$ cat config.mk
export PLATFORM = sky130hd
export DESIGN_NAME = decodeFrontend
export DESIGN_NICKNAME = d
export VERILOG_FILES = /design/src/hdl/frontendPkg.sv /design/src/hdl/isaPkg.sv /design/src/hdl/laneIfs.sv /design/src/hdl/decodeFrontend.sv /design/src/hdl/fetchGroupSplitter.sv /design/src/hdl/groupRetirer.sv /design/src/hdl/laneDecoder.sv
export SDC_FILE = /design/constraint.sdc
export NUM_CORES = 1
export LEC_CHECK = 0
export ABC_AREA = 1
export BUFFER_PORTS_ARGS = -buffer_cell sky130_fd_sc_hd__buf_2
export CORE_MARGIN = 4
export CORE_UTILIZATION = 25
export DETAILED_ROUTE_END_ITERATION = 7
export SLEW_MARGIN = 5
export SYNTH_ARGS = -nofsm -noshare
export SYNTH_HDL_FRONTEND = slang
export SYNTH_SLANG_ARGS = --single-unit
$ cat constraint.sdc
create_clock -name clk -period 2.7 [get_ports clk]
set_input_delay 0.54 -clock clk [delete_from_list [all_inputs] [get_ports clk]]
set_output_delay 0.54 -clock clk [all_outputs]
set_load 0.1 [all_outputs]
$ cat src/hdl/frontendPkg.sv
`default_nettype none

package frontendPkg;

    localparam int LaneCount    = 4;  // Instructions per fetch group
    localparam int FetchWidth   = 64;
    localparam int LaneIdxWidth = 2;
    localparam int CountWidth   = 3;  // Holds 0 to LaneCount

    localparam int UserTrapOffset     = 3;
    localparam int WatchdogTrapOffset = 0;

    localparam int PipeLatency = 3;   // Splitter, decoder, retirer

endpackage

`default_nettype wire

$ cat src/hdl/isaPkg.sv
`default_nettype none

package isaPkg;

    localparam int InstrWidth      = 16;
    localparam int IdWidth         = 7;
    localparam int RegWidth        = 4;
    localparam int OffsetWidth     = 12;
    localparam int BranchCondWidth = 5;

    localparam logic [RegWidth-1:0] RegLr = 4'd12;
    localparam logic [RegWidth-1:0] RegSp = 4'd14;
    localparam logic [RegWidth-1:0] RegPc = 4'd15;

    localparam logic [IdWidth-1:0] IdBx        = 7'h26;
    localparam logic [IdWidth-1:0] IdSwi       = 7'h48; // Also used for traps
    localparam logic [IdWidth-1:0] IdB         = 7'h49;
    localparam logic [IdWidth-1:0] IdNop       = 7'h4a;
    localparam logic [IdWidth-1:0] IdHlt       = 7'h4b;
    localparam logic [IdWidth-1:0] IdNever     = 7'h4f; // Branch with condition 15
    localparam logic [IdWidth-1:0] IdReset     = 7'h64;
    localparam logic [IdWidth-1:0] IdIllegal7a = 7'h7a;
    localparam logic [IdWidth-1:0] IdIllegal7d = 7'h7d;
    localparam logic [IdWidth-1:0] IdIllegal7e = 7'h7e;
    localparam logic [IdWidth-1:0] IdIllegal7f = 7'h7f;

    localparam logic [BranchCondWidth-1:0] CondNone = 5'h1f;

    // One instruction word seen through its field layouts
    typedef union packed {
        struct packed {
            logic [3:0] opcode;
            logic       op;
            logic [4:0] imm5;
            logic [2:0] rA;
            logic [2:0] rD;
        } shiftForm;
        struct packed {
            logic [3:0] opcode;
            logic       op;
            logic [2:0] rD;
            logic [7:0] imm8;
        } immForm;
        struct packed {
            logic [3:0] opcode;
            logic [3:0] funct4;
            logic [1:0] funct2;
            logic [2:0] rB;
            logic [2:0] rD;
        } regForm;
        struct packed {
            logic [3:0] opcode;
            logic [3:0] cond;
            logic [7:0] imm8;
        } branchForm;
    } instrWord_u;

endpackage

`default_nettype wire

$ cat src/hdl/laneIfs.sv
`timescale 1ns/1ps
`default_nettype none

// Splitter to decoder, one per lane
interface laneInIf import isaPkg::*; ();
    logic                   valid;
    instrWord_u             instr;
    logic                   trap;
    logic [OffsetWidth-1:0] trapOffset;

    modport src (output valid, instr, trap, trapOffset);
    modport dst (input valid, instr, trap, trapOffset);
endinterface

// Decoder to retirer, one per lane
interface laneOutIf import isaPkg::*; ();
    logic                       valid;
    logic [IdWidth-1:0]         id;
    logic [RegWidth-1:0]        regD;
    logic [RegWidth-1:0]        regA;
    logic [RegWidth-1:0]        regB;
    logic [OffsetWidth-1:0]     offset;
    logic [BranchCondWidth-1:0] branchCond;

    modport src (output valid, id, regD, regA, regB, offset, branchCond);
    modport dst (input valid, id, regD, regA, regB, offset, branchCond);
endinterface

`default_nettype wire

$ cat src/hdl/decodeFrontend.sv
`timescale 1ns/1ps
`default_nettype none

module decodeFrontend import isaPkg::*, frontendPkg::*; (
    input  logic                                   clk,
    input  logic                                   arstN,
    input  logic                                   fetchValid,
    input  logic [FetchWidth-1:0]                  fetchWord,
    input  logic                                   isUserRequest,
    input  logic                                   wdInterruption,
    output logic                                   groupValid,
    output logic [CountWidth-1:0]                  opCount,
    output logic [LaneCount*IdWidth-1:0]           opIds,
    output logic [LaneCount*RegWidth-1:0]          opRegD,
    output logic [LaneCount*RegWidth-1:0]          opRegA,
    output logic [LaneCount*RegWidth-1:0]          opRegB,
    output logic [LaneCount*OffsetWidth-1:0]       opOffsets,
    output logic [LaneCount*BranchCondWidth-1:0]   opBranchConds,
    output logic                                   illegalOp,
    output logic                                   halted
);

    laneInIf  laneIn  [LaneCount] ();
    laneOutIf laneOut [LaneCount] ();

    fetchGroupSplitter i_splitter (
        .clk            (clk),
        .arstN          (arstN),
        .fetchValid     (fetchValid),
        .fetchWord      (fetchWord),
        .isUserRequest  (isUserRequest),
        .wdInterruption (wdInterruption),
        .lanes          (laneIn)
    );

    for (genvar i = 0; i < LaneCount; i++) begin : gDecode
        laneDecoder i_decoder (
            .clk     (clk),
            .arstN   (arstN),
            .laneIn  (laneIn[i]),
            .laneOut (laneOut[i])
        );
    end

    groupRetirer i_retirer (
        .clk           (clk),
        .arstN         (arstN),
        .lanes         (laneOut),
        .groupValid    (groupValid),
        .opCount       (opCount),
        .opIds         (opIds),
        .opRegD        (opRegD),
        .opRegA        (opRegA),
        .opRegB        (opRegB),
        .opOffsets     (opOffsets),
        .opBranchConds (opBranchConds),
        .illegalOp     (illegalOp),
        .halted        (halted)
    );

endmodule

`default_nettype wire

$ cat src/hdl/fetchGroupSplitter.sv
`timescale 1ns/1ps
`default_nettype none

module fetchGroupSplitter import isaPkg::*, frontendPkg::*; (
    input  logic                  clk,
    input  logic                  arstN,
    input  logic                  fetchValid,
    input  logic [FetchWidth-1:0] fetchWord,
    input  logic                  isUserRequest,
    input  logic                  wdInterruption,
    laneInIf.src                  lanes [LaneCount]
);

    logic                   trapReq;
    logic [OffsetWidth-1:0] trapOffset;
    logic [LaneCount-1:0]   laneValid;

    assign trapReq    = isUserRequest || wdInterruption;
    assign trapOffset = isUserRequest ? OffsetWidth'(UserTrapOffset)  // User request wins
                                      : OffsetWidth'(WatchdogTrapOffset);

    for (genvar i = 0; i < LaneCount; i++) begin : gLane
        assign laneValid[i] = lanes[i].valid;

        always_ff @(posedge clk or negedge arstN) begin
            if (!arstN) begin
                lanes[i].valid <= 1'b0;
                lanes[i].trap  <= 1'b0;
            end else begin
                // A trap occupies lane 0 alone and drops the fetch word
                lanes[i].valid <= (i == 0) ? (fetchValid || trapReq) : (fetchValid && !trapReq);
                lanes[i].trap  <= (i == 0) && trapReq;
            end
        end

        always_ff @(posedge clk) begin
            lanes[i].instr      <= fetchWord[InstrWidth*i +: InstrWidth]; // Lane 0 is oldest
            lanes[i].trapOffset <= trapOffset;
        end
    end

    assert property (@(posedge clk) disable iff (!arstN)
        (laneValid[0] && lanes[0].trap) |-> (laneValid[LaneCount-1:1] == '0))
        else $error("Younger lane valid beside a trap");

endmodule

`default_nettype wire

$ cat src/hdl/groupRetirer.sv
`timescale 1ns/1ps
`default_nettype none

module groupRetirer import isaPkg::*, frontendPkg::*; (
    input  logic                                   clk,
    input  logic                                   arstN,
    laneOutIf.dst                                  lanes [LaneCount],
    output logic                                   groupValid,
    output logic [CountWidth-1:0]                  opCount,
    output logic [LaneCount*IdWidth-1:0]           opIds,
    output logic [LaneCount*RegWidth-1:0]          opRegD,
    output logic [LaneCount*RegWidth-1:0]          opRegA,
    output logic [LaneCount*RegWidth-1:0]          opRegB,
    output logic [LaneCount*OffsetWidth-1:0]       opOffsets,
    output logic [LaneCount*BranchCondWidth-1:0]   opBranchConds,
    output logic                                   illegalOp,
    output logic                                   halted
);

    logic [LaneCount-1:0]                 laneValid;
    logic [LaneCount-1:0]                 laneIllegal;
    logic [LaneCount-1:0]                 laneHlt;
    logic [LaneCount-1:0]                 laneEnds;
    logic [LaneCount-1:0]                 keep;
    logic [LaneIdxWidth-1:0]              lastLane;
    logic                                 cut;
    logic                                 endIllegal;
    logic                                 endHlt;
    logic                                 accept;
    logic [LaneCount*IdWidth-1:0]         nextIds;
    logic [LaneCount*RegWidth-1:0]        nextRegD;
    logic [LaneCount*RegWidth-1:0]        nextRegA;
    logic [LaneCount*RegWidth-1:0]        nextRegB;
    logic [LaneCount*OffsetWidth-1:0]     nextOffsets;
    logic [LaneCount*BranchCondWidth-1:0] nextConds;

    assign accept = (|laneValid) && !halted; // Groups are dropped once halted

    for (genvar i = 0; i < LaneCount; i++) begin : gLane
        assign laneValid[i]   = lanes[i].valid;
        assign laneIllegal[i] = lanes[i].id inside {IdIllegal7a, IdIllegal7d, IdIllegal7e,
                                                     IdIllegal7f};
        assign laneHlt[i]     = lanes[i].id == IdHlt;
        assign laneEnds[i]    = laneIllegal[i] || laneHlt[i]
                             || (lanes[i].id inside {IdB, IdBx, IdNever, IdSwi});

        // Lanes after the group end read zero
        assign nextIds[IdWidth*i +: IdWidth]       = keep[i] ? lanes[i].id : '0;
        assign nextRegD[RegWidth*i +: RegWidth]    = keep[i] ? lanes[i].regD : '0;
        assign nextRegA[RegWidth*i +: RegWidth]    = keep[i] ? lanes[i].regA : '0;
        assign nextRegB[RegWidth*i +: RegWidth]    = keep[i] ? lanes[i].regB : '0;
        assign nextOffsets[OffsetWidth*i +: OffsetWidth] = keep[i] ? lanes[i].offset : '0;
        assign nextConds[BranchCondWidth*i +: BranchCondWidth] =
            keep[i] ? lanes[i].branchCond : '0;
    end

    always_comb begin
        cut        = 1'b0;
        lastLane   = '0;
        endIllegal = 1'b0;
        endHlt     = 1'b0;
        for (int i = 0; i < LaneCount; i++) begin
            keep[i] = accept && laneValid[i] && !cut; // Oldest first
            if (keep[i]) begin
                lastLane = LaneIdxWidth'(i);
                if (laneEnds[i]) begin
                    cut        = 1'b1;
                    endIllegal = laneIllegal[i];
                    endHlt     = laneHlt[i];
                end
            end
        end
    end

    always_ff @(posedge clk or negedge arstN) begin
        if (!arstN) begin
            groupValid <= 1'b0;
            opCount    <= '0;
            illegalOp  <= 1'b0;
            halted     <= 1'b0;
        end else begin
            groupValid <= accept;
            opCount    <= accept ? CountWidth'(lastLane) + CountWidth'(1) : '0;
            illegalOp  <= accept && endIllegal;   // One-cycle pulse
            halted     <= halted || (accept && endHlt); // Sticky until reset
        end
    end

    always_ff @(posedge clk) begin
        opIds         <= nextIds;
        opRegD        <= nextRegD;
        opRegA        <= nextRegA;
        opRegB        <= nextRegB;
        opOffsets     <= nextOffsets;
        opBranchConds <= nextConds;
    end

    assert property (@(posedge clk) disable iff (!arstN) opCount <= CountWidth'(LaneCount))
        else $error("opCount above lane count");

    assert property (@(posedge clk) disable iff (!arstN) halted |=> !groupValid)
        else $error("Group retired while halted");

endmodule

`default_nettype wire

$ cat src/hdl/laneDecoder.sv
`timescale 1ns/1ps
`default_nettype none

module laneDecoder import isaPkg::*; (
    input  logic   clk,
    input  logic   arstN,
    laneInIf.dst   laneIn,
    laneOutIf.src  laneOut
);

    instrWord_u                 ins;
    logic [IdWidth-1:0]         nextId;
    logic [RegWidth-1:0]        nextRegD;
    logic [RegWidth-1:0]        nextRegA;
    logic [RegWidth-1:0]        nextRegB;
    logic [OffsetWidth-1:0]     nextOffset;
    logic [BranchCondWidth-1:0] nextCond;

    assign ins = laneIn.instr;

    always_comb begin
        nextId     = '0;
        nextRegD   = '0;
        nextRegA   = '0;
        nextRegB   = '0;
        nextOffset = '0;
        nextCond   = CondNone;
        if (laneIn.trap) begin
            nextId     = IdSwi;              // System call replaces the group
            nextOffset = laneIn.trapOffset;
        end else begin
            case (ins.shiftForm.opcode)
                4'd0, 4'd6, 4'd7, 4'd8: begin // Shift and load/store immediate
                    nextRegD   = RegWidth'(ins.shiftForm.rD);
                    nextRegA   = RegWidth'(ins.shiftForm.rA);
                    nextOffset = OffsetWidth'(ins.shiftForm.imm5);
                    if (ins.shiftForm.opcode == 4'd0)
                        nextId = ins.shiftForm.op ? 7'h02 : 7'h01;
                    else
                        nextId = 7'h30 + IdWidth'({ins.shiftForm.opcode - 4'd6, ins.shiftForm.op});
                end
                4'd1: begin
                    nextRegD = RegWidth'(ins.shiftForm.rD);
                    nextRegA = RegWidth'(ins.shiftForm.rA);
                    if (!ins.shiftForm.op) begin
                        nextId     = 7'h03;
                        nextOffset = OffsetWidth'(ins.shiftForm.imm5);
                    end else begin
                        nextId = 7'h04 + IdWidth'(ins.shiftForm.imm5[4:3]);
                        if (ins.shiftForm.imm5[4])
                            nextOffset = OffsetWidth'(ins.shiftForm.imm5[2:0]); // 3-bit immediate
                        else
                            nextRegB = RegWidth'(ins.shiftForm.imm5[2:0]);
                    end
                end
                4'd2, 4'd3: begin
                    nextId     = 7'h08 + IdWidth'({ins.immForm.opcode[0], ins.immForm.op});
                    nextRegD   = RegWidth'(ins.immForm.rD);
                    nextRegA   = RegWidth'(ins.immForm.rD);
                    nextOffset = OffsetWidth'(ins.immForm.imm8);
                end
                4'd4: begin
                    if (ins.immForm.op) begin
                        nextId     = 7'h27;
                        nextRegD   = RegWidth'(ins.immForm.rD);
                        nextRegA   = RegPc;
                        nextRegB   = RegWidth'(ins.immForm.rD);
                        nextOffset = OffsetWidth'(ins.immForm.imm8);
                    end else begin
                        nextRegD = RegWidth'(ins.regForm.rD);
                        nextRegA = RegWidth'(ins.regForm.rD);
                        nextRegB = RegWidth'(ins.regForm.rB);
                        case (ins.regForm.funct4)
                            4'd0, 4'd1, 4'd2, 4'd3:
                                nextId = 7'h0c + IdWidth'({ins.regForm.funct4[1:0], ins.regForm.funct2});
                            4'd4, 4'd5, 4'd6: begin // High register forms
                                nextRegB[3] = ins.regForm.funct2[0]
                                    && !(ins.regForm.funct4 == 4'd5 && ins.regForm.funct2 == 2'd3);
                                nextRegD[3] = ins.regForm.funct2[1];
                                nextRegA[3] = ins.regForm.funct2[1];
                                if (ins.regForm.funct4 == 4'd6)
                                    nextId = 7'h22 + IdWidth'(ins.regForm.funct2);
                                else if (ins.regForm.funct2 == 2'd0)
                                    nextId = 7'h0c;
                                else
                                    nextId = (ins.regForm.funct4 == 4'd4 ? 7'h1b : 7'h1e)
                                           + IdWidth'(ins.regForm.funct2);
                            end
                            4'd7: begin
                                nextCond = {1'b0, ins.regForm.funct2, ins.regForm.rB[2:1]};
                                nextId   = (nextCond == 5'hf) ? IdNever : IdBx;
                                nextRegA = RegPc;
                                nextRegB = RegWidth'(ins.regForm.rD);
                                nextRegD = RegLr;
                            end
                            default: nextId = IdIllegal7d;
                        endcase
                    end
                end
                4'd5: begin
                    nextId   = 7'h28 + IdWidth'({ins.shiftForm.op, ins.shiftForm.imm5[4:3]});
                    nextRegD = RegWidth'(ins.shiftForm.rD);
                    nextRegA = RegWidth'(ins.shiftForm.rA);
                    nextRegB = RegWidth'(ins.shiftForm.imm5[2:0]);
                end
                4'd9, 4'd10: begin // Stack and PC relative
                    nextRegD   = RegWidth'(ins.immForm.rD);
                    nextOffset = OffsetWidth'(ins.immForm.imm8);
                    if (ins.immForm.opcode == 4'd9) begin
                        nextId   = ins.immForm.op ? 7'h37 : 7'h36;
                        nextRegA = RegSp;
                    end else begin
                        nextId   = ins.immForm.op ? 7'h39 : 7'h38;
                        nextRegA = ins.immForm.op ? RegSp : RegPc;
                    end
                end
                4'd11: begin
                    case (ins.regForm.funct4)
                        4'd0: begin
                            if (ins.regForm.funct2 == 2'd1) begin
                                nextId   = 7'h4c;
                                nextRegA = {ins.regForm.rB[0], ins.regForm.rD};
                            end else begin
                                nextId   = 7'h3a;
                                nextRegD = {ins.regForm.rB[0], ins.regForm.rD};
                            end
                        end
                        4'd2, 4'd10: begin
                            nextId   = (ins.regForm.funct4 == 4'd2 ? 7'h3b : 7'h3f)
                                     + IdWidth'(ins.regForm.funct2);
                            nextRegD = RegWidth'(ins.regForm.rD);
                            nextRegB = RegWidth'(ins.regForm.rB);
                        end
                        4'd4, 4'd13: begin
                            if (ins.regForm.funct2[1]) begin // Multiple push or pop
                                nextId     = (ins.regForm.funct4 == 4'd4) ? 7'h4d : 7'h4e;
                                nextOffset = OffsetWidth'({ins.regForm.funct2[0], ins.regForm.rB,
                                                           ins.regForm.rD});
                                nextRegA   = RegSp;
                            end else begin
                                nextId   = (ins.regForm.funct4 == 4'd4) ? 7'h43 : 7'h44;
                                nextRegD = RegWidth'(ins.regForm.rD);
                            end
                        end
                        4'd14: begin // Output, pause, input
                            nextId   = (ins.regForm.funct2 == 2'd3) ? IdIllegal7a
                                     : 7'h45 + IdWidth'(ins.regForm.funct2);
                            nextRegD = ins.regForm.funct2[0] ? '0 : RegWidth'(ins.regForm.rD);
                        end
                        default: nextId = IdIllegal7a;
                    endcase
                end
                4'd12: begin
                    nextId     = IdSwi;
                    nextOffset = OffsetWidth'(ins.branchForm.imm8);
                end
                4'd13: begin
                    nextCond   = BranchCondWidth'(ins.branchForm.cond);
                    nextId     = (ins.branchForm.cond == 4'hf) ? IdNever : IdB;
                    nextOffset = OffsetWidth'(ins.branchForm.imm8);
                    nextRegA   = RegPc;
                    nextRegD   = RegLr;
                end
                4'd14: nextId = ins.immForm.op ? IdHlt : IdNop;
                default: nextId = (ins == 16'hffff) ? IdReset : IdIllegal7f;
            endcase
        end
    end

    always_ff @(posedge clk or negedge arstN) begin
        if (!arstN)
            laneOut.valid <= 1'b0;
        else
            laneOut.valid <= laneIn.valid;
    end

    always_ff @(posedge clk) begin
        laneOut.id         <= nextId;
        laneOut.regD       <= nextRegD;
        laneOut.regA       <= nextRegA;
        laneOut.regB       <= nextRegB;
        laneOut.offset     <= nextOffset;
        laneOut.branchCond <= nextCond;
    end

    assert property (@(posedge clk) disable iff (!arstN) laneOut.valid |-> !$isunknown(laneOut.id))
        else $error("Unknown operation ID on a valid lane");

endmodule

`default_nettype wire

==> results_dict.tcl <==
set metrics [dict create \
    ys_ff_latch 332 \
    setup_violations 0 \
    clkPwrFrac_pct 39.6 \
    p_sw_share_pct 34.01 \
    grt_pass1_vias 13470 \
    synth_edf_count 0 \
    met1Wirelength_um 20970 \
    layout_common_cells "321 x dfxtp_1, 305 x inv_1, 283 x nor2_1" \
    rows 89 \
    ctsHoldBuffers 1 \
    critPathTopFamily "flip-flops" \
    cts_buffer_depth 3 \
    ant_nets 0 \
    wl_per_cell_um 16.40 \
    crit_required_ns 3.11 \
    cts_resized 0 \
    n_fill_cell 6368 \
    rsz0062_at_grt "false" \
    fin_skew_ns 0.04056 \
    internal-power_mw 9.054 \
    place_hpwl_um 38360 \
    multi_input_area_um2 6780 \
    ys.flop_type "dfxtp_1" \
    seq_area_frac_synth_pct 44.32 \
    cp_slowest_cell "dfxtp_1" \
    yosys.cell_types.count 62 \
    clock_sinks 332 \
    pwr-share-seq_pct 40.0 \
    syn_area_um2 15120 \
    die_y_um 253.9 \
    path_max_fanout 11 \
    yosys_warnings 0 \
    grt_overflow 0 \
    period_needed_ns 2.414 \
    power_density_nw_per_um2 746.5 \
    finalHoldViolCount 0 \
    end_kind "register" \
    layout_setup_ws_ns 0.2860 \
    crit_arrival_ns 2.82 \
    p_comb_share_pct 20.3 \
    io_pins 219 \
    post-route-period-util_pct 89.41 \
    slew_viol_final 0 \
    cts_tree "yes" \
    dr.pass1.iters 6 \
    die_w_um 253.9 \
    viasPerCell 4.736 \
    setup.worst_path.start_class "register" \
    synthCells 1973 \
    grt_util_all_layers_pct 14.66 \
    outcome "finished, final reports clean" \
    final_nets 2318 \
    static-leakage-power_nw 8.544 \
    portBuffers 202 \
    fmax_mhz 414.2 \
    crit_type "reg -> reg" \
    final_common_cell "dfxtp_1" \
    worstMarginPinSlew_ns 0.7176 \
    netSwitchingPower_mw 4.667 \
    coreArea_um2 59460 \
    met3_wirelength_um 4200 \
    routed-via-count 14240 \
    initial_core_util_pct 25.43 \
    synthArstFlopShare_pct 3.313 \
    syn2layout_area_growth_pct 21.56 \
    dpl_worst_slack_ns 0.3482 \
    syn_avg_cell_area_um2 7.663 \
    max_slew_margin_pct 50.92 \
    irDropWorstVdd_v 0.0004007 \
    grt_pass1_wl_um 75400 \
    place_congestion 1.007 \
    post_cts_buffers 0 \
    dr.first_iter.drc_count 1373 \
    dr_wl_met2_um 22160 \
    cpPeakStageDelay_ns 0.62 \
    ff_latch_area_um2 6701 \
    antenna_found_initial 2 \
    cts_inserted_buffers 39 \
    path_buf_inv 2 \
    clk_latency_ns 0.58 \
    htree_levels 2 \
    hp-class "in -> reg" \
    path_clk_slew_ns 0.06 \
    root_buffer "clkbuf_16" \
    highest_layer "met5" \
    drc 0 \
    worstPathCellList "inv_1 > ha_1 > inv_1 > ha_1 > nand2_1 > nand2_1 > o41ai_1 > nand3_1" \
    wirelength_um 49300 \
    layout-drive-gt1-share_pct 19.58 \
    maxCapViolations 0 \
    die_area_um2 64480 \
    grt_max_degree 34 \
    setup_tns_ns 0 \
]
-- worst paths after layout --
check | from | cells past startpoint | to | slack [ns]
min reg2reg | i_splitter.lanes[0].valid | 0 | gDecode[0].i_decoder.laneOut.valid | 0.38
max reg2reg | i_splitter.lanes[3].instr[7] | 8 | gDecode[3].i_decoder.laneOut.id[2] | 0.29
max | i_splitter.lanes[3].instr[7] | 8 | gDecode[3].i_decoder.laneOut.id[2] | 0.29
min in group asynchronous | arstN | 2 | i_splitter.lanes[0].trap | 0.41
min | fetchWord[11] | 1 | i_splitter.lanes[0].instr[11] | 0.06
max in group asynchronous | arstN | 2 | i_retirer.opCount[0] | 2.05
-- synth_stat cells (all sizes together) (5+ instances only) --
library cell  instances  area share [%]
nand2               303             8.0
o2111ai              20             1.2
ha                   45             3.7
dfxtp               321              43
a221oi                5            0.29
nor3                 39             1.4
nand3                92             3.2
o31ai                10            0.50
o22ai                24            0.99
dfrtp                11             1.8
o211ai               22             1.1
nand4                32             1.4
a221o                 5            0.33
a31oi                11            0.46
buf                  40             2.0
clkinv                5            0.12
o221ai               23             1.3
inv                 351             8.7
nor2                337              11
a21oi                90             3.2
o21ai               119             4.0
nand3b                6            0.30
clkbuf               15            0.37
a22oi                 8            0.40
-- cells by family (layout without fill, tap and decap cells) --
group	Yosys count	count (layout)	share of synthesized area, %
xor+xnor	4	4	0.2318
simple gates	816	816	25.22
other cells	1	17	0.02480
flops	332	332	44.32
buf+inv	411	655	11.20
fa+ha+maj	45	45	3.724
compound gates	364	364	15.27
-- through the flow --
step	hold slack, ns	cells	utilization (%)	power (mW)	area, um^2
2_1_floorplan	0.2444	1988	-	7.735	15180
3_3_place_gp	0.3519	2935	28.62	8.388	17020
3_5_place_dp	0.3505	2935	28.62	8.367	17020
4_1_cts	0.009954	3005	30.90	13.95	18380
5_1_grt	0.02636	3005	30.90	14.35	18380
6_report	0.06362	3006	30.91	13.72	18380
-- power groups by stage --
stage	Sequential [mW]	Combinational, mW	Clock (mW)
after CTS	5.49	2.78	5.68
after global placement	5.60	2.79	0
final	5.49	2.79	5.44
after global routing	5.53	2.98	5.84
after floorplan	6.57	1.17	0
after detailed placement	5.59	2.77	0
-- state kept, by name, summed over array words and instances (netlist names), 20 cells and up --
signal	cells
i_splitter.lanes.instr	64
gDecode.i_decoder.laneOut.offset	32
i_retirer.opOffsets	32
gDecode.i_decoder.laneOut.id	28
i_retirer.opIds	28
gDecode.i_decoder.laneOut.branchCond	20
i_retirer.opBranchConds	20
-- routing by layer --
metal	vias to the layer above	global-route usage (%)
met1	6454	19.16
li1	6876	-
met2	759	23.58
met3	144	3.121
met5	-	0
met4	2	6.082
-- area by class of cell --
cell class	instances	area share (%)
inverter	356	7.298
clock buffer	46	5.787
tap	773	5.262
multi-input combinational	1245	36.89
sequential	332	36.46
timing repair buffer	230	6.726
antenna	1	0.01362
clock inverter	23	1.559
(Power assumes the default switching activity.)
